--- config.mk ---
export PLATFORM = sky130hd
export DESIGN_NAME = spi_command_engine
export DESIGN_NICKNAME = d
export VERILOG_FILES = /design/src/design/spi_bridge_pkg.sv /design/src/design/spi_command_engine.sv
export SDC_FILE = /design/constraint.sdc
export NUM_CORES = 1
export LEC_CHECK = 0
export BUFFER_PORTS_ARGS = -buffer_cell sky130_fd_sc_hd__buf_2
export CORE_ASPECT_RATIO = 0.75
export CORE_MARGIN = 2
export CORE_UTILIZATION = 45
export DETAILED_ROUTE_END_ITERATION = 7
export MAX_ROUTING_LAYER = met4
export PLACE_DENSITY = 0.74
export SLEW_MARGIN = 20
export SYNTH_ARGS = -nofsm -noshare
export SYNTH_HDL_FRONTEND = slang
export SYNTH_SLANG_ARGS = --single-unit
export TNS_END_PERCENT = 5
--- constraint.sdc ---
create_clock -name clk -period 3.38 [get_ports clk]
set_input_delay 0.338 -clock clk [delete_from_list [all_inputs] [get_ports clk]]
set_output_delay 0.338 -clock clk [all_outputs]
set_load 0.03 [all_outputs]
--- src/design/spi_bridge_pkg.sv ---
`default_nettype none

package spi_bridge_pkg;

    localparam int ADDR_W    = 17;          // 128 KiB address map
    localparam int DATA_W    = 8;
    localparam int MEM_DEPTH = 131072;

    // Opcode lives in bits 7:5 of the command byte
    typedef enum logic [2:0] {
        OP_WRITE_AT  = 3'b001,
        OP_READ_AT   = 3'b010,
        OP_READ_NEXT = 3'b011
    } spi_opcode_e;

    typedef enum logic [2:0] {
        CMD,
        ADDR_HI,
        ADDR_LO,
        DATA,
        BUS,                                // Bus cycle pending, host stalled
        REPLY,
        IGNORE                              // Wait for CS_N to rise
    } cmd_state_e;

    // Pin events, all in the clk domain
    typedef struct packed {
        logic sck_rise;
        logic sck_fall;
        logic frame_start;                  // CS_N fell
        logic frame_end;                    // CS_N rose
        logic sdi;                          // Synchronized PICO level
    } spi_event_t;

    typedef struct packed {
        logic [ADDR_W-1:0] addr;
        logic [DATA_W-1:0] wdata;
        logic              we;
    } bus_req_t;

endpackage

`default_nettype wire

--- src/design/spi_command_engine.sv ---
`default_nettype none

module spi_command_engine
    import spi_bridge_pkg::*;
(
    input  logic              clk,
    input  logic              rst_n_i,
    input  spi_event_t        events_i,
    output bus_req_t          bus_req_o,
    output logic              bus_cycle_o,
    input  logic              bus_ack_i,
    input  logic [DATA_W-1:0] bus_rdata_i,
    output logic              spi_poci_o,
    output logic              spi_stall_o
);

    cmd_state_e        state_q;
    spi_opcode_e       opcode_q;
    spi_opcode_e       rx_opcode;
    logic [2:0]        bit_cnt_q;
    logic [6:0]        shift_in_q;
    logic [DATA_W-1:0] rx_byte;
    logic              byte_done;
    logic              start_bus;
    logic [ADDR_W-1:0] addr_stage_q;    // Address being assembled in a frame
    bus_req_t          req_q;           // Holds the last accessed address
    logic              cycle_q;
    logic              ack_seen_q;
    logic              stall_q;
    logic [DATA_W-1:0] poci_shift_q;

    assign rx_byte   = {shift_in_q, events_i.sdi};
    assign rx_opcode = spi_opcode_e'(rx_byte[7:5]);
    assign byte_done = events_i.sck_rise && (bit_cnt_q == 3'd7) && (state_q != BUS);

    // The last bit of a complete command launches the bus cycle
    always_comb begin
        start_bus = 1'b0;
        if (byte_done) begin
            case (state_q)
                CMD:     start_bus = (rx_opcode == OP_READ_NEXT);
                ADDR_LO: start_bus = (opcode_q == OP_READ_AT);
                DATA:    start_bus = 1'b1;
                default: start_bus = 1'b0;
            endcase
        end
    end

    always_ff @(posedge clk) begin
        if (!rst_n_i) begin
            state_q      <= CMD;
            bit_cnt_q    <= '0;
            cycle_q      <= 1'b0;
            ack_seen_q   <= 1'b0;
            stall_q      <= 1'b0;
            poci_shift_q <= '0;
        end else if (events_i.frame_end || events_i.frame_start) begin
            // Abort whatever is unfinished
            state_q      <= CMD;
            bit_cnt_q    <= '0;
            cycle_q      <= 1'b0;
            ack_seen_q   <= 1'b0;
            stall_q      <= 1'b0;
            poci_shift_q <= '0;
        end else begin
            if (events_i.sck_rise && state_q != BUS) begin  // Edges under stall dropped
                bit_cnt_q  <= bit_cnt_q + 3'd1;
                shift_in_q <= rx_byte[6:0];
            end

            case (state_q)
                CMD: begin
                    if (byte_done) begin
                        opcode_q         <= rx_opcode;
                        addr_stage_q[16] <= rx_byte[0];
                        case (rx_opcode)
                            OP_WRITE_AT, OP_READ_AT: state_q <= ADDR_HI;
                            OP_READ_NEXT: begin
                                req_q.addr <= req_q.addr + 1'b1;  // Carry into bit 16
                                req_q.we   <= 1'b0;
                            end
                            default: state_q <= IGNORE;
                        endcase
                    end
                end
                ADDR_HI: begin
                    if (byte_done) begin
                        addr_stage_q[15:8] <= rx_byte;
                        state_q            <= ADDR_LO;
                    end
                end
                ADDR_LO: begin
                    if (byte_done) begin
                        if (opcode_q == OP_WRITE_AT) begin
                            addr_stage_q[7:0] <= rx_byte;
                            state_q           <= DATA;
                        end else begin
                            req_q.addr <= {addr_stage_q[16:8], rx_byte};
                            req_q.we   <= 1'b0;
                        end
                    end
                end
                DATA: begin
                    if (byte_done) begin
                        req_q.addr  <= addr_stage_q;
                        req_q.wdata <= rx_byte;
                        req_q.we    <= 1'b1;
                    end
                end
                BUS: begin
                    if (!cycle_q && !ack_seen_q && !bus_ack_i) begin
                        cycle_q <= 1'b1;                // Late start after previous ack
                    end else if (cycle_q && bus_ack_i && !ack_seen_q) begin
                        ack_seen_q <= 1'b1;
                        if (!req_q.we) begin
                            poci_shift_q <= bus_rdata_i;
                        end
                    end else if (ack_seen_q) begin
                        cycle_q    <= 1'b0;
                        stall_q    <= 1'b0;             // Host may clock again
                        ack_seen_q <= 1'b0;
                        state_q    <= req_q.we ? IGNORE : REPLY;
                    end
                end
                REPLY: begin
                    if (events_i.sck_fall) begin
                        poci_shift_q <= {poci_shift_q[6:0], 1'b0};  // Next bit after fall
                    end
                    if (byte_done) begin
                        state_q <= IGNORE;
                    end
                end
                default: ;                              // IGNORE waits for CS_N
            endcase

            if (start_bus) begin
                cycle_q    <= !bus_ack_i;   // No new cycle while ack is high
                stall_q    <= 1'b1;
                ack_seen_q <= 1'b0;
                state_q    <= BUS;
            end
        end
    end

    assign bus_req_o   = req_q;
    assign bus_cycle_o = cycle_q;
    assign spi_stall_o = stall_q;
    assign spi_poci_o  = poci_shift_q[7];   // MSB first

endmodule

`default_nettype wire

### Word-level counts from Yosys, hierarchy flattened

Index checks and enable logic that the tools add are counted.

* bitwise operators: 3
* reductions and logical operators: 34
* $add $sub $neg: 2
* multiplexer cells: 39
* eq/ne operators: 39

Operator list (count)
* $mux W17: 4
* $pmux W17 S3: 1
* $ne A2 B2 Y1 const B: 17
* $ne A3 B3 Y1 const B: 11
* $mux W8: 4
* $mux W3: 9
* $mux W26: 1
* $reduce_and A10 Y1: 2
* $add A17 B1 Y17 const B: 1
* $pmux W8 S2: 1
* $reduce_and A4 Y1: 4
* $eq A3 B2 Y1 const B: 5
* $pmux W3 S5: 1
* $mux W1: 14
* $reduce_and A5 Y1: 2
* $eq A3 B1 Y1 const B: 3
* $eq A3 B3 Y1 const B: 3
* $reduce_and A8 Y1: 1
* $logic_and A1 B1 Y1: 7
* $pmux W1 S3: 2
* $pmux W3 S2: 1
* $reduce_and A3 Y1: 2
* $reduce_bool A2 Y1: 3
* $reduce_bool A3 Y1: 2
* other kinds (11): 16

* bits in registers: 70
* logic and storage cells: 132
* bits of input ports: 16
* output and inout port bits: 29

### Longest topological paths before layout

* word-level depth: 6
* gate-level depth with buffers: 7
* depth with buffers taken out: 6

### Least setup slack after synthesis

No wires, ideal clock.

* kind: flip-flop to flip-flop
* start: reg state_q[0]
* end: reg addr_stage_q[10], enable pin
* library setup time: 395 ps
* setup slack: 962 ps
* clock period less this slack: 2418 ps
* path buffers: 4
* required time: 2985 ps
* stages on the path, launching flop included: 7
* arrival: 2023 ps
* path through: dfxtp_1 buf_6 buf_2 buf_1 buf_2 nand2_1 nor4_1

* longest elaborated chain between the ends: 3
* elaborated cells between the ends (all ways): 4
* those cells by class: eq/ne: 2; reduce/logical: 2

RTL lines
* start, declared: RTL line spi_command_engine.sv:17 `cmd_state_e state_q;`
* start signal, assigned: RTL line spi_command_engine.sv:122 `state_q <= req_q.we ? IGNORE : REPLY;`
* $ne A3 B3 Y1: RTL line spi_command_engine.sv:34 `assign byte_done = events_i.sck_rise && (bit_cnt_q == 3'd7) && (state_q != BUS);`
* $logic_and A1 B1 Y1: RTL line spi_command_engine.sv:34
* $reduce_and A4 Y1 (no source line) (*)
* end signal, assigned: RTL line spi_command_engine.sv:88 `addr_stage_q[15:8] <= rx_byte;`
* end, declared: RTL line spi_command_engine.sv:25 `logic [ADDR_W-1:0] addr_stage_q;`

Every way passes the cells marked *; elsewhere a longest branch is shown, timed or not.
A chain may end at the register's enable or synchronous reset.

### Worst setup path after layout

* start: reg state_q[2]
* end: reg poci_shift_q[0]

* longest elaborated chain between the ends: 3
* elaborated cells between the ends (all ways): 9
* those cells by class: eq/ne: 6; mux: 1; reduce/logical: 2

RTL lines
* $eq A3 B3 Y1: RTL line spi_command_engine.sv:71 `case (state_q)`
* $ne A2 B2 Y1 (no source line) or $reduce_bool A2 Y1 (tied branches)
* $reduce_and A5 Y1 (no source line)
* end signal, assigned: RTL line spi_command_engine.sv:116 `poci_shift_q <= bus_rdata_i;`
* end signal, assigned: RTL line spi_command_engine.sv:127 `poci_shift_q <= {poci_shift_q[6:0], 1'b0};`
* end, declared: RTL line spi_command_engine.sv:30 `logic [DATA_W-1:0] poci_shift_q;`

Parallel ways exist; a longest one is shown, timed or not.

==> impl_metrics.sql <==
INSERT INTO impl_metrics (metric_group, metric, value, unit) VALUES
('run_status', 'status', 'finished clean', ''),
('critical_path', 'worstSetupPathDepth', '4', ''),
('clocking', 'post-cts-setup-buffers', '0', ''),
('floorplan', 'effective_utilization_at_floorplan', '47.4', '%'),
('layout', 'finalInstanceArea', '3780', 'um2'),
('critical_path', 'worstPathMaxFanout', '18', ''),
('critical_path', 'timing.critical_path.required', '3.61', 'ns'),
('critical_path', 'cpPeakStageDelay', '0.67', 'ns'),
('sta', 'finalSetupTns', '0', 'ns'),
('floorplan', 'design.die.area', '8010', 'um2'),
('clocking', 'clkSinkCount', '70', ''),
('clocking', 'clockRootBuffer', 'sky130_fd_sc_hd__clkbuf_8', ''),
('grt', 'overflow', '0', ''),
('synthesis', 'dominant_register_cell_in_the_synthesized_netlist', 'sky130_fd_sc_hd__edfxtp_1', ''),
('synthesis', 'leading_post_synthesis_cells_by_instance_count', '53 x sky130_fd_sc_hd__edfxtp_1, 25 x sky130_fd_sc_hd__nand2_1, 20 x sky130_fd_sc_hd__nor2_1', ''),
('routing', 'num_vias', '2440', ''),
('critical_path', 'crit_family', 'simple AND/OR/NAND/NOR gates', ''),
('clocking', 'tritoncts', 'yes', ''),
('sta', 'max_clock_freq', '416', 'MHz'),
('sta', 'setup-violations-final', '0', ''),
('placed_design', 'dp_cells', '412', ''),
('floorplan', 'rows', '26', ''),
('grt', 'wire_length_of_the_first_global_routing_pass', '11200', 'um'),
('synthesis', 'synth-edff-count', '53', ''),
('layout', 'count_of_placed_standard_cells_in_the_final_layout_fillers_left_out', '428', ''),
('floorplan', 'fp.dieW', '103', 'um'),
('sta', 'tightest_slew', '0.727', 'ns'),
('routing', 'first_iter_violations', '275', ''),
('worst_hold_path', 'whs_path_depth', '1', ''),
('sta', 'worst_slew_margin_rel', '51.5', '%'),
('clocking', 'clk_latency_worst_skew_pair', '0.34', 'ns'),
('critical_path', 'worstSetupEndpointType', 'register', ''),
('grt', 'global_route.usage.total', '18.9', '%'),
('run', 'timing.max_cap.violations', '0', ''),
('sta', 'slew_violations', '0', ''),
('synthesis', 'synth_most_common_cell', 'sky130_fd_sc_hd__edfxtp_1', ''),
('clocking', 'numCtsBuffers', '9', ''),
('floorplan', 'num_io_pins', '45', ''),
('placed_design', 'io_buffer_count', '44', ''),
('synthesis', 'post-synth-top-area-fraction', '48.5', '%'),
('routing', 'drc_errors', '0', ''),
('floorplan', 'placeableCoreArea', '6930', 'um2'),
('critical_path', 'worst-setup-path-type', 'register to register', ''),
('clocking', 'holdBufCountCts', '0', ''),
('synthesis', 'syn_nets', '298', ''),
('sta', 'hold_violations', '0', ''),
('grt', 'first_global_vias', '2195', ''),
('synthesis', 'syn_area', '3280', 'um2'),
('layout', 'drive_above_1_share', '21.5', '%'),
('synthesis', 'post_synth_num_cell_types', '53', ''),
('floorplan', 'die_height', '78.0', 'um'),
('routing', 'routedWlPerCell', '16.2', 'um'),
('critical_path', 'r2r.worst_path.cells', '4', ''),
('power', 'powerDensity', '413', 'nW/um2'),
('clocking', 'ctsLongestPathBuffers', '2', ''),
('clocking', 'clkTransAtPathRegs', '0.08', 'ns'),
('synthesis', 'synth_cells', '279', ''),
('sta', 'clock_skew', '0.00899', 'ns'),
('synthesis', 'yosysTopAreaCell', 'sky130_fd_sc_hd__edfxtp_1', ''),
('sta', 'grt_setup_unrepaired', 'false', ''),
('routing', 'detail_route.first_pass.iterations', '7', ''),
('grt', 'grt_max_degree', '26', ''),
('power', 'vdd.ir_drop.worst', '0.000213', 'V'),
('worst_hold_path', 'timing.hold.worst.class', 'primary input to register', ''),
('synthesis', 'synth-seq-cells', '70', ''),
('critical_path', 'slowest_stage', 'sky130_fd_sc_hd__dfxtp_1', ''),
('layout', 'fin_util', '54.6', '%'),
('power', 'lkg_pwr', '1.31', 'nW'),
('routing', 'detail-route-antenna-nets', '0', ''),
('critical_path', 'worstPathCellList', 'nor2b_1 -> nand2_1 -> a41o_1 -> o21a_1', ''),
('layout', 'antenna-diode-count', '0', '');
[cell type report]
class	instances	area, um2
Tap cell	98	123
Inverter	3	11.3
Multi-Input combinational cell	193	1280
Timing Repair Buffer	48	250
Fill cell	581	3150
Sequential cell	70	1930
Clock buffer	11	153
Clock inverter	5	32.5
[worst paths after layout]
| path | endpoint | start | slack, ns |
|---|---|---|---|
| worst max register to register | poci_shift_q[0] | state_q[2] | 0.97 |
| worst min register to register | spi_stall_o | spi_stall_o | 0.46 |
| worst min-delay path | bus_req_o[1] | events_i[0] | 0.26 |
| worst max-delay path | poci_shift_q[0] | state_q[2] | 0.97 |
[per-stage QoR]
| step | hold WS (ns) | setup WS (ns) |
|---|---|---|
| floorplan | 0.437 | 0.962 |
| global placement | 0.443 | 1.17 |
| detailed placement | 0.449 | 1.08 |
| CTS | 0.241 | 1.06 |
| global route | 0.244 | 0.849 |
| finish | 0.257 | 0.975 |
[state kept, by name (all words and copies together), names as in the netlist]
register,count
ack_seen_q,1
addr_stage_q,17
bit_cnt_q,3
bus_cycle_o,1
bus_req_o,26
opcode_q,3
poci_shift_q,8
shift_in_q,7
spi_stall_o,1
state_q,3
[placed cells by master (no fill, tap or decap), types with 2 or more instances in the layout]
master	instances
sky130_fd_sc_hd__nand3_1	9
sky130_fd_sc_hd__nor3_1	3
sky130_fd_sc_hd__nand4_1	5
sky130_fd_sc_hd__mux2i_1	10
sky130_fd_sc_hd__buf_2	44
sky130_fd_sc_hd__nand2b_1	4
sky130_fd_sc_hd__ha_1	3
sky130_fd_sc_hd__edfxtp_1	53
sky130_fd_sc_hd__buf_4	4
sky130_fd_sc_hd__clkbuf_8	9
sky130_fd_sc_hd__a21oi_1	19
sky130_fd_sc_hd__nor4b_1	3
sky130_fd_sc_hd__nor2b_1	9
sky130_fd_sc_hd__o21ai_0	11
sky130_fd_sc_hd__a31oi_1	2
sky130_fd_sc_hd__a211oi_1	9
sky130_fd_sc_hd__xor2_1	7
sky130_fd_sc_hd__o211ai_1	4
sky130_fd_sc_hd__xnor2_1	9
sky130_fd_sc_hd__nor4_1	5
sky130_fd_sc_hd__nand2_1	25
sky130_fd_sc_hd__nor2_1	20
sky130_fd_sc_hd__a311oi_1	7
sky130_fd_sc_hd__clkinv_2	2
sky130_fd_sc_hd__inv_1	3
sky130_fd_sc_hd__dfxtp_1	17
sky130_fd_sc_hd__and4_1	3
sky130_fd_sc_hd__and2_1	2
[power breakdown]
| part | total (mW) | switching, mW | internal, mW |
|---|---|---|---|
| Combinational | 0.0242 | 0.0128 | 0.0114 |
| Clock | 0.618 | 0.308 | 0.310 |
| Sequential | 0.919 | 0.00269 | 0.916 |
| Total | 1.56 | 0.323 | 1.24 |
[cell families (layout without fill, tap and decap cells)]
logic type	after synthesis	count (layout)	share of synthesized area, %
AO/OA/AOI/OAI	63	63	13.3
XOR/XNOR	16	16	4.27
adder cells (fa/ha/maj)	3	3	1.14
buffers and inverters	16	67	2.25
flip-flops	70	70	58.8
multiplexers	10	10	3.05
AND/OR/NAND/NOR	101	101	17.1
[metal layers]
metal  up-vias  wire length (um)  global-route usage (%)
li1       1158                 -                       -
met1      1188              3400                    28.7
met2        88              3020                    25.0
met3         6               450                    5.68
met4         0                54                    3.87
met5         -                 0                       -
Power figures use the tool's default switching activity.
