### config.mk
export PLATFORM = sky130hd
export DESIGN_NAME = spi_pin_sync
export DESIGN_NICKNAME = d
export VERILOG_FILES = /design/src/design/spi_bridge_pkg.sv /design/src/design/spi_pin_sync.sv
export SDC_FILE = /design/constraint.sdc
export NUM_CORES = 1
export LEC_CHECK = 0
export ABC_AREA = 1
export BUFFER_PORTS_ARGS = -buffer_cell sky130_fd_sc_hd__buf_2
export CAP_MARGIN = 20
export CORE_AREA = 2 2 39 41
export DETAILED_ROUTE_END_ITERATION = 16
export DIE_AREA = 0 0 41 43
export MAX_ROUTING_LAYER = met4
export PLACE_DENSITY = 0.49
export SYNTH_ARGS = -nofsm -noshare
export SYNTH_HDL_FRONTEND = slang
export SYNTH_SLANG_ARGS = --single-unit
### constraint.sdc
create_clock -name clk -period 0.95 [get_ports clk]
set_clock_uncertainty 0.15 [all_clocks]
set_input_delay 0.1425 -clock clk [delete_from_list [all_inputs] [get_ports clk]]
set_output_delay 0.1425 -clock clk [all_outputs]
set_load 0.01 [all_outputs]
### src/design/spi_bridge_pkg.sv
`default_nettype none

package spi_bridge_pkg;

    localparam int ADDR_W    = 17;          // 128 KiB address map
    localparam int DATA_W    = 8;
    localparam int MEM_DEPTH = 131072;

    // Opcode lives in bits 7:5 of the command byte
    typedef enum logic [2:0] {
        OP_WRITE_AT  = 3'b001,
        OP_READ_AT   = 3'b010,
        OP_READ_NEXT = 3'b011
    } spi_opcode_e;

    typedef enum logic [2:0] {
        CMD,
        ADDR_HI,
        ADDR_LO,
        DATA,
        BUS,                                // Bus cycle pending, host stalled
        REPLY,
        IGNORE                              // Wait for CS_N to rise
    } cmd_state_e;

    // Pin events, all in the clk domain
    typedef struct packed {
        logic sck_rise;
        logic sck_fall;
        logic frame_start;                  // CS_N fell
        logic frame_end;                    // CS_N rose
        logic sdi;                          // Synchronized PICO level
    } spi_event_t;

    typedef struct packed {
        logic [ADDR_W-1:0] addr;
        logic [DATA_W-1:0] wdata;
        logic              we;
    } bus_req_t;

endpackage

`default_nettype wire

### src/design/spi_pin_sync.sv
`default_nettype none

module spi_pin_sync
    import spi_bridge_pkg::*;
(
    input  logic       clk,
    input  logic       rst_n_i,
    input  logic       spi_sck_i,
    input  logic       spi_cs_n_i,
    input  logic       spi_pico_i,
    output spi_event_t events_o
);

    logic sck_s1_q;
    logic sck_s2_q;
    logic sck_s3_q;
    logic cs_n_s1_q;
    logic cs_n_s2_q;
    logic cs_n_s3_q;
    logic pico_s1_q;
    logic pico_s2_q;

    always_ff @(posedge clk) begin
        if (!rst_n_i) begin
            sck_s1_q  <= 1'b0;
            sck_s2_q  <= 1'b0;
            sck_s3_q  <= 1'b0;
            cs_n_s1_q <= 1'b1;              // Idle high, no false frame start
            cs_n_s2_q <= 1'b1;
            cs_n_s3_q <= 1'b1;
            pico_s1_q <= 1'b0;
            pico_s2_q <= 1'b0;
        end else begin
            sck_s1_q  <= spi_sck_i;
            sck_s2_q  <= sck_s1_q;
            sck_s3_q  <= sck_s2_q;          // Edge detect stage
            cs_n_s1_q <= spi_cs_n_i;
            cs_n_s2_q <= cs_n_s1_q;
            cs_n_s3_q <= cs_n_s2_q;
            pico_s1_q <= spi_pico_i;
            pico_s2_q <= pico_s1_q;
        end
    end

    // SCK edges only count while the frame is selected
    always_comb begin
        events_o.sck_rise    = sck_s2_q & ~sck_s3_q & ~cs_n_s2_q;
        events_o.sck_fall    = ~sck_s2_q & sck_s3_q & ~cs_n_s2_q;
        events_o.frame_start = ~cs_n_s2_q & cs_n_s3_q;
        events_o.frame_end   = cs_n_s2_q & ~cs_n_s3_q;
        events_o.sdi         = pico_s2_q;   // Same delay as the SCK path
    end

endmodule

`default_nettype wire

; Yosys cells after proc, flatten, opt, wreduce, memory -nomap -nowiden
; Index checks and enable logic that the tools add are counted.
[word_totals]
register_bits = 8
output_inout_bits = 5
elab_cells = 18
[classes]
n_bitwise = 10
[op_table]
columns = op, count
row1 = 1-bit AND, 6
row2 = 1-bit NOT, 4

; Longest topological paths before layout
; Gate-level depths: netlist of run 1.
[logic_depth]
depth_word = 3
ltp_mapped = 3
ltp_nobuf = 3

; Worst setup path after synthesis of run 1
; No wires, ideal clock.
[synth_path]
path_kind = register -> output
start = reg cs_n_s2_q
end = out events_o[4] in the netlist's numbering
slack_ps = 79
stages_incl_launch_ff = 4
arrival_ps = 579
path_cell_list = dfxtp_1 > inv_1 > nand2_1 > nor2_1
[synth_lines]
columns = item, line
row1 = "start, declared", spi_pin_sync.sv:18  ; logic cs_n_s2_q;
row2 = "start signal, assigned", spi_pin_sync.sv:38  ; cs_n_s2_q <= cs_n_s1_q;
row3 = "end, declared", spi_pin_sync.sv:11  ; output spi_event_t events_o

==> results of run 1 <==
## cells in the mapped netlist (all sizes together)
library cell  instances
buf                   2
nor2                  4
nand2                10
inv                  10
dfxtp                 8
## worst paths after layout
check	endpoint	slack, ns
min	cs_n_s3_q$_SDFF_PN1_	0.18
max	events_o[4]	-0.22
max reg2reg	cs_n_s3_q$_SDFF_PN1_	0.17
min reg2reg	pico_s2_q$_SDFF_PN0_	0.26
## power by group through the flow
| stage | sequential, mW | combinational, mW | clock (mW) |
|---|---|---|---|
| floorplan | 0.361 | 0.0229 | 0 |
| global placement | 0.362 | 0.0332 | 0 |
| detailed placement | 0.362 | 0.0339 | 0 |
| CTS | 0.357 | 0.0487 | 0.261 |
| global route | 0.358 | 0.0540 | 0.278 |
| finish | 0.357 | 0.0471 | 0.250 |
## sequential cells by signal (all words and copies together) (netlist names)
register and count:
cs_n_s3_q 1, sck_s1_q 1, cs_n_s2_q 1, pico_s1_q 1, cs_n_s1_q 1, sck_s3_q 1
sck_s2_q 1, pico_s2_q 1
## stage by stage
stage	area (sq um)	std cells	setup TNS [ns]	setup WS, ns	hold WS [ns]
final	387	64	-0.722	-0.216	0.178
after global routing	387	64	-1.02	-0.269	0.215
after CTS	389	65	-0.809	-0.233	0.260
after detailed placement	315	57	0	0.00362	0.174
after global placement	315	57	-0.00248	-0.00248	0.165
after floorplan	263	34	0	0.0790	0.0773
## worst max-delay path: stages, from the launching register on
cell and delay (ns):
sky130_fd_sc_hd__dfxtp_2 0.33, sky130_fd_sc_hd__inv_2 0.06, sky130_fd_sc_hd__nand2_1 0.04, sky130_fd_sc_hd__nor2_1 0.07
sky130_fd_sc_hd__buf_2 0.13
## layer usage
layer  part of all wire  wire (um)
met1               0.47        189
met2               0.42        170
met5                  0          0
met3              0.092         37
met4              0.010          4
## repair_timing
| item | 4_1_cts | 5_1_grt |
|---|---|---|
| gates resized for setup | 4 | 2 |
| pin swaps | 2 | 1 |
| hold buffers | 4 | 0 |
| setup buffers | 1 | 0 |
| endpoints found under the setup margin | 5 | 10 |
| endpoints found under the hold margin | 5 | 0 |
## cell type report
type / instances / area share
clock buffer: 3 / 0.0583
inverter: 10 / 0.0971
multi-input combinational: 14 / 0.136
sequential: 8 / 0.424
tap: 16 / 0.0518
timing repair buffer: 13 / 0.233
## cells by family (layout without fill, tap and decap cells)
group / after synthesis / count (layout)
and+or+nand+nor: 14 / 14
DFF: 8 / 8
buffers and inverters: 12 / 26
==> metrics.log, run 1 <==
INFO  metric outcome = complete, but fails checks
INFO  metric failed_checks = negative setup slack
INFO  metric cts.htree.levels = 1
INFO  metric irDropWorstVdd = 0.646 mV
INFO  metric hold_path.class = primary input to register
INFO  metric total_area_of_sequential_cells = 164 sq um
INFO  metric grt_max_degree = 9
INFO  metric yosys_cell_types = 6
INFO  metric multi_input_comb_area = 52.6 sq um
INFO  metric drt-total-wl = 401 um
INFO  metric max_freq = 857 MHz
INFO  metric min_period = 1.17 ns
INFO  metric antenna_found_initial = 0
INFO  metric r2r_start = cs_n_s2_q$_SDFF_PN1_
INFO  metric final_cycle_share = 1.23
INFO  metric antenna-diode-count = 0
INFO  metric numCtsBuffers = 3
INFO  metric tritoncts = yes
INFO  metric synth_xor_xnor_area_share = 0
INFO  metric clk_latency = 0.25 ns
INFO  metric groute.layer.met3.usage = 0.0628
INFO  metric layout-drive-gt1-share = 0.354
INFO  metric drt_pre_antenna_iters = 2
INFO  metric grt_setup_unrepaired = true
INFO  metric fin_ws = -0.216 ns
INFO  metric synth-warning-count = 0
INFO  metric drt.antenna.violating_nets = 0
INFO  metric initial_utilization = 0.190
INFO  metric final-max-slew-violation-count = 0
INFO  metric clock-sinks = 8
INFO  metric floorplan.core_area = 1380 sq um
INFO  metric postLayoutCoreUtil = 0.279
INFO  metric hold_start = rst_n_i
INFO  metric power.share.sequential = 0.546
INFO  metric synth_simple_gate_area_frac = 0.200
INFO  metric first_iter_violations = 2
INFO  metric path_type_of_the_worst_setup_path = register to output pin
INFO  metric cts.root.buffer_cell = sky130_fd_sc_hd__clkbuf_4
INFO  metric worstPathArrival = 0.87 ns
INFO  metric main_combinational_cell_family_by_area_after_synthesis = simple AND/OR/NAND/NOR gates
INFO  metric synth-compound-area-share = 0
INFO  metric overflow = 0
INFO  metric crit_path_start_kind = register
INFO  metric combinational_power_share = 0.072
INFO  metric grt_pass1_vias = 177
INFO  metric yosysSeqAreaShare = 0.610
INFO  metric clk_transition_reported_paths = 0.05 ns
INFO  metric synth-adder-area-share = 0
INFO  metric use_met1 = 0.0519
INFO  metric height_of_the_die = 43 um
INFO  metric worst-slew-pin-transition = 0.266 ns
INFO  metric area_growth_syn_to_layout = 47.1%
INFO  metric drv_cap = 0
INFO  metric max-slew-margin-rel = 0.823
INFO  metric setup.worst_path.start = cs_n_s2_q$_SDFF_PN1_
INFO  metric drt-wirelength-per-cell = 6.27 um
INFO  metric drcViolationCount = 0
INFO  metric die-area = 1760 sq um
INFO  metric synthCells = 34
INFO  metric mostFrequentLayoutCells = 10 x sky130_fd_sc_hd__nand2_1, 8 x sky130_fd_sc_hd__inv_1, 8 x sky130_fd_sc_hd__buf_2, 5 x sky130_fd_sc_hd__dfxtp_1, 4 x sky130_fd_sc_hd__nor2_1
INFO  metric post_synth.cell_area_avg = 7.73 sq um
INFO  metric finalHoldViolations = 0
INFO  metric grt_util_met2 = 0.0750
INFO  metric ys_seq_elements = 8
INFO  metric critical_path_required = 0.66 ns
INFO  metric worstHoldPathCells = 2
INFO  metric reg2regPathDepth = 3
INFO  metric finalWeightedCongestion = 0.548
INFO  metric netSwitchingFraction = 0.201
INFO  metric crit_path_max_fanout = 3
INFO  metric leakagePower = 0.245 nW
INFO  metric synthMuxAreaShare = 0
INFO  metric grt_peak_use_layer = met2
INFO  metric internal_power = 0.522 mW
INFO  metric synthTopCellsByArea = sky130_fd_sc_hd__dfxtp_1 61%, sky130_fd_sc_hd__inv_1 14%, sky130_fd_sc_hd__nand2_1 14%, sky130_fd_sc_hd__nor2_1 5.7%, sky130_fd_sc_hd__buf_4 2.9%
INFO  metric num-nets-final = 55
INFO  metric global_route_wire_length_before_repair = 627 um
INFO  metric std_cell_rows = 14
INFO  metric worstSetupEndpointType = output pin
INFO  metric timing.final.setup_violations = 5
INFO  metric die_span_in_x = 41 um
INFO  metric power.net_switching = 0.132 mW
INFO  metric post-synth-top-area-cell = sky130_fd_sc_hd__dfxtp_1
INFO  metric grt_usage = 0.0630
INFO  metric via_count = 209
INFO  metric buffer_ports.inserted = 9
INFO  metric power_per_unit_of_standard_cell_area = 1690 nW/um^2
INFO  metric synth_fp_nets = 39
INFO  metric mostFrequentLayoutCell = sky130_fd_sc_hd__nand2_1
INFO  metric cts_max_path_buffers = 2
INFO  metric share_of_yosys_cell_area_claimed_by_the_top_area_cell_type = 0.610
INFO  metric synth_area = 263 sq um
INFO  metric clkPwrFrac = 0.382
INFO  metric ios = 10
INFO  metric layout.filler_cells = 148
INFO  metric post_drt_via_cell_ratio = 3.27
INFO  metric power.total = 0.654 mW
Note: power is estimated with default switching activity, not from simulation.
==> run 2: changes to the inputs <==
--- a/config.mk
+++ b/config.mk
@@ -5,14 +5,14 @@
 export SDC_FILE = /design/constraint.sdc
 export NUM_CORES = 1
 export LEC_CHECK = 0
-export ABC_AREA = 1
 export BUFFER_PORTS_ARGS = -buffer_cell sky130_fd_sc_hd__buf_2
 export CAP_MARGIN = 20
 export CORE_AREA = 2 2 39 41
 export DETAILED_ROUTE_END_ITERATION = 16
 export DIE_AREA = 0 0 41 43
 export MAX_ROUTING_LAYER = met4
-export PLACE_DENSITY = 0.49
+export PLACE_DENSITY = 0.48
+export SETUP_SLACK_MARGIN = 0.02
 export SYNTH_ARGS = -nofsm -noshare
 export SYNTH_HDL_FRONTEND = slang
 export SYNTH_SLANG_ARGS = --single-unit
==> metrics.log, run 2 <==
INFO  metric failed_checks = negative hold slack, negative setup slack
INFO  metric hold_path.class = primary input to register
INFO  metric yosys_cell_types = 6 (unchanged)
INFO  metric worstPathArrival = 0.90 ns (+0.03 ns)
INFO  metric timing.reg2reg.setup_slack = 0.21 ns (+0.04 ns)
INFO  metric num-nets-final = 40 (-27%)
INFO  metric yosysSeqAreaShare = 0.653 (+0.0435)
INFO  metric leakagePower = 0.164 nW (-33%)
INFO  metric clk_transition_reported_paths = 0.05 ns (about the same)
INFO  metric grt_setup_unrepaired = true
INFO  metric worstHoldPathCells = 2 (unchanged)
INFO  metric finalNonFillerCells = 49 (-23%)
INFO  metric synth_area = 245 sq um (-6.7%)
INFO  metric synth-warning-count = 0 (unchanged)
INFO  metric power.total = 0.644 mW (-1.5%)
INFO  metric overflow = 0 (unchanged)
INFO  metric worstSetupEndpointType = output pin
INFO  metric hold_path_end = cs_n_s3_q$_SDFF_PN1_
INFO  metric reg2regPathDepth = 1 (-2)
INFO  metric hold_start = rst_n_i
INFO  metric r2r_start = cs_n_s2_q$_SDFF_PN1_
INFO  metric post_drt_via_cell_ratio = 3.53 (+8.1%)
INFO  metric share_of_yosys_cell_area_claimed_by_the_top_area_cell_type = 0.653 (+0.0435)
INFO  metric cts_hold_buffers = 3 (-1)
INFO  metric postLayoutCoreUtil = 0.263 (-0.0163)
INFO  metric most_common_cell_in_the_synthesized_netlist = sky130_fd_sc_hd__dfxtp_1
INFO  metric fin_ws = -0.242 ns (-0.0257 ns)
INFO  metric min_period = 1.19 ns (+0.0257 ns)
INFO  metric irDropWorstVdd = 0.745 mV (+15%)
INFO  metric final-max-slew-violation-count = 0 (unchanged)
INFO  metric clk_latency = 0.25 ns (about the same)
INFO  metric power_per_unit_of_standard_cell_area = 1770 nW/um^2 (+4.6%)
INFO  metric area_growth_syn_to_layout = 48.5%
INFO  metric layout.filler_cells = 152 (+2.7%)
INFO  metric numPlacedInstances = 45 (-21%)
INFO  metric ios = 10 (unchanged)
INFO  metric numCtsBuffers = 3 (unchanged)
INFO  metric final_cycle_share = 1.25 (+0.0270)
INFO  metric synthCells = 21 (-38%)
INFO  metric drv_cap = 0 (unchanged)
INFO  metric detailedPlacementHpwl = 299 um
INFO  metric cts.htree.levels = 1 (unchanged)
INFO  metric antenna_found_initial = 0 (unchanged)
INFO  metric cts_max_path_buffers = 2 (unchanged)
INFO  metric floorplan.core_area = 1380 sq um (unchanged)
INFO  metric detailedPlace.worstSlack = -0.0376 ns (-0.0413 ns)
INFO  metric ys_async_sr_fraction = 0 (unchanged)
INFO  metric ys_seq_elements = 8 (unchanged)
INFO  metric path_type_of_the_worst_setup_path = register to output pin
INFO  metric layout-drive-gt1-share = 0.455 (+0.100)
INFO  metric std_cell_rows = 14 (unchanged)
INFO  metric drt-total-wl = 434 um (+8.2%)
INFO  metric postCtsSetupBuffers = 0 (-1)
INFO  metric clock-sinks = 8 (unchanged)
INFO  metric drt_pre_antenna_iters = 2 (unchanged)
INFO  metric crit-reg2reg-capture = cs_n_s3_q$_SDFF_PN1_
INFO  metric postSynth.topFlopCell = sky130_fd_sc_hd__dfxtp_1
INFO  metric buffer_ports.inserted = 9 (unchanged)
INFO  metric finalHoldViolations = 3 (+3)
INFO  metric worst-slew-pin-transition = 0.122 ns (-0.144 ns)
INFO  metric synth_top_cells_by_count = 8 x sky130_fd_sc_hd__dfxtp_1, 5 x sky130_fd_sc_hd__and2_1, 3 x sky130_fd_sc_hd__nand2b_1, 2 x sky130_fd_sc_hd__nor2b_1, 2 x sky130_fd_sc_hd__nor3b_1
INFO  metric grt_usage = 0.0702 (+0.00730)
INFO  metric first_iter_violations = 4 (+2)
INFO  metric drt-wirelength-per-cell = 8.86 um (+41%)
INFO  metric mostFrequentLayoutCell = sky130_fd_sc_hd__buf_2
INFO  metric antenna-diode-count = 0 (unchanged)
INFO  metric crit_path_max_fanout = 5 (+2)
INFO  metric cts.root.buffer_cell = sky130_fd_sc_hd__clkbuf_4
INFO  metric mostFrequentLayoutCells = 7 x sky130_fd_sc_hd__buf_2, 5 x sky130_fd_sc_hd__and2_1, 5 x sky130_fd_sc_hd__dfxtp_1, 3 x sky130_fd_sc_hd__nand2b_1, 3 x sky130_fd_sc_hd__clkbuf_4
INFO  metric post_synth.cell_area_avg = 11.7 sq um (+51%)
INFO  metric global_route_wire_length_before_repair = 690 um (+10%)
INFO  metric drt.antenna.violating_nets = 0 (unchanged)
INFO  metric finalWeightedCongestion = 0.571 (+4.2%)
INFO  metric synth_fp_nets = 26 (-33%)
INFO  metric max_freq = 839 MHz (-2.2%)
INFO  metric tritoncts = yes
INFO  metric max-slew-margin-rel = 0.918 (+0.0955)
INFO  metric setup.worst_path.start = cs_n_s2_q$_SDFF_PN1_
INFO  metric die-area = 1760 sq um (unchanged)
INFO  metric timing.final.setup_violations = 5 (unchanged)
INFO  metric synth_enable_flop_cells = 0 (unchanged)
INFO  metric drcViolationCount = 0 (unchanged)
INFO  metric initial_utilization = 0.177 (-0.0127)
INFO  metric die_span_in_x = 41 um (unchanged)
INFO  metric finalHoldWorstSlack = -0.0211 ns (-0.199 ns)
INFO  metric via_count = 173 (-17%)
INFO  metric critical_path_required = 0.66 ns (about the same)
INFO  metric crit_path_start_kind = register
INFO  metric outcome = complete, but fails checks
INFO  metric height_of_the_die = 43 um (unchanged)
INFO  metric grt_pass1_vias = 191 (+7.9%)
INFO  metric synthTopCellsByArea = sky130_fd_sc_hd__dfxtp_1 65%, sky130_fd_sc_hd__and2_1 13%, sky130_fd_sc_hd__nand2b_1 7.7%, sky130_fd_sc_hd__nor3b_1 6.1%, sky130_fd_sc_hd__nor2b_1 5.1%
INFO  metric grt_max_degree = 9 (unchanged)
INFO  metric post-synth-top-area-cell = sky130_fd_sc_hd__dfxtp_1
-- run 2: cell count changes after synthesis --
cell / change
sky130_fd_sc_hd__and2_1: +5
sky130_fd_sc_hd__buf_2: -1
sky130_fd_sc_hd__inv_1: -10
sky130_fd_sc_hd__nand2_1: -10
sky130_fd_sc_hd__nand2b_1: +3
sky130_fd_sc_hd__nor2_1: -4
sky130_fd_sc_hd__nor2b_1: +2
sky130_fd_sc_hd__nor3b_1: +2
-- run 2: layout make-up --
cell class                      count  area (sq um)  share of cell area
Clock buffer                        3          22.5              0.0619
Sequential cell                     8           166               0.457
Tap cell                           16          20.0              0.0550
Timing Repair Buffer               10          67.6               0.186
Multi-Input combinational cell     12          87.6               0.241
-- run 2: worst max path at each step --
stage	endpoint	slack (ns)	cells past startpoint
after floorplan	events_o[3]	0.01	1
after global placement	events_o[3]	0.01	2
after detailed placement	events_o[3]	-0.04	2
after CTS	events_o[3]	-0.25	2
after global routing	events_o[3]	-0.29	2
final	events_o[3]	-0.24	2
-- run 2: worst max-delay path, cell delays in order, from the launching register on --
cell and delay, ns:
sky130_fd_sc_hd__dfxtp_4 0.35, sky130_fd_sc_hd__nor3b_2 0.15, sky130_fd_sc_hd__buf_2 0.15
-- run 2: stage by stage --
step / TNS [ns] / instance area (sq um) / hold WS (ns)
after floorplan: 0 / 245 / 0.0655
after global placement: 0 / 303 / 0.172
after detailed placement: -0.0417 / 303 / 0.177
after CTS: -0.944 / 369 / -0.0368
after global routing: -1.11 / 364 / -0.0167
final: -0.869 / 364 / -0.0211
-- run 2: report_power, final --
group,internal [mW],switching (mW)
clock network,0.144,0.106
registers,0.349,0.00652
logic,0.0246,0.0133
-- run 2: per-layer routing --
metal / track usage / vias up / wire, um / share of wire
met2: 0.109 / 12 / 214 / 0.49
met5: - / - / 0 / 0
met3: 0.0785 / 0 / 53 / 0.12
li1: - / 90 / - / -
met4: 0.0400 / 0 / 0 / 0
met1: 0.0391 / 71 / 165 / 0.38
-- run 2: what timing repair did --
item | CTS | global route
pin swaps | 1 | 1
endpoints found under the hold margin | 5 | 2
gates resized for setup | 5 | 2
setup endpoints to repair | 5 | 8
-- run 2: logic make-up (layout without fill, tap and decap cells) --
| group | after synthesis | count (layout) | synth area share |
|---|---|---|---|
| buffers and inverters | 1 | 13 | 0.0306 |
| DFF | 8 | 8 | 0.653 |
| and+or+nand+nor | 12 | 12 | 0.316 |
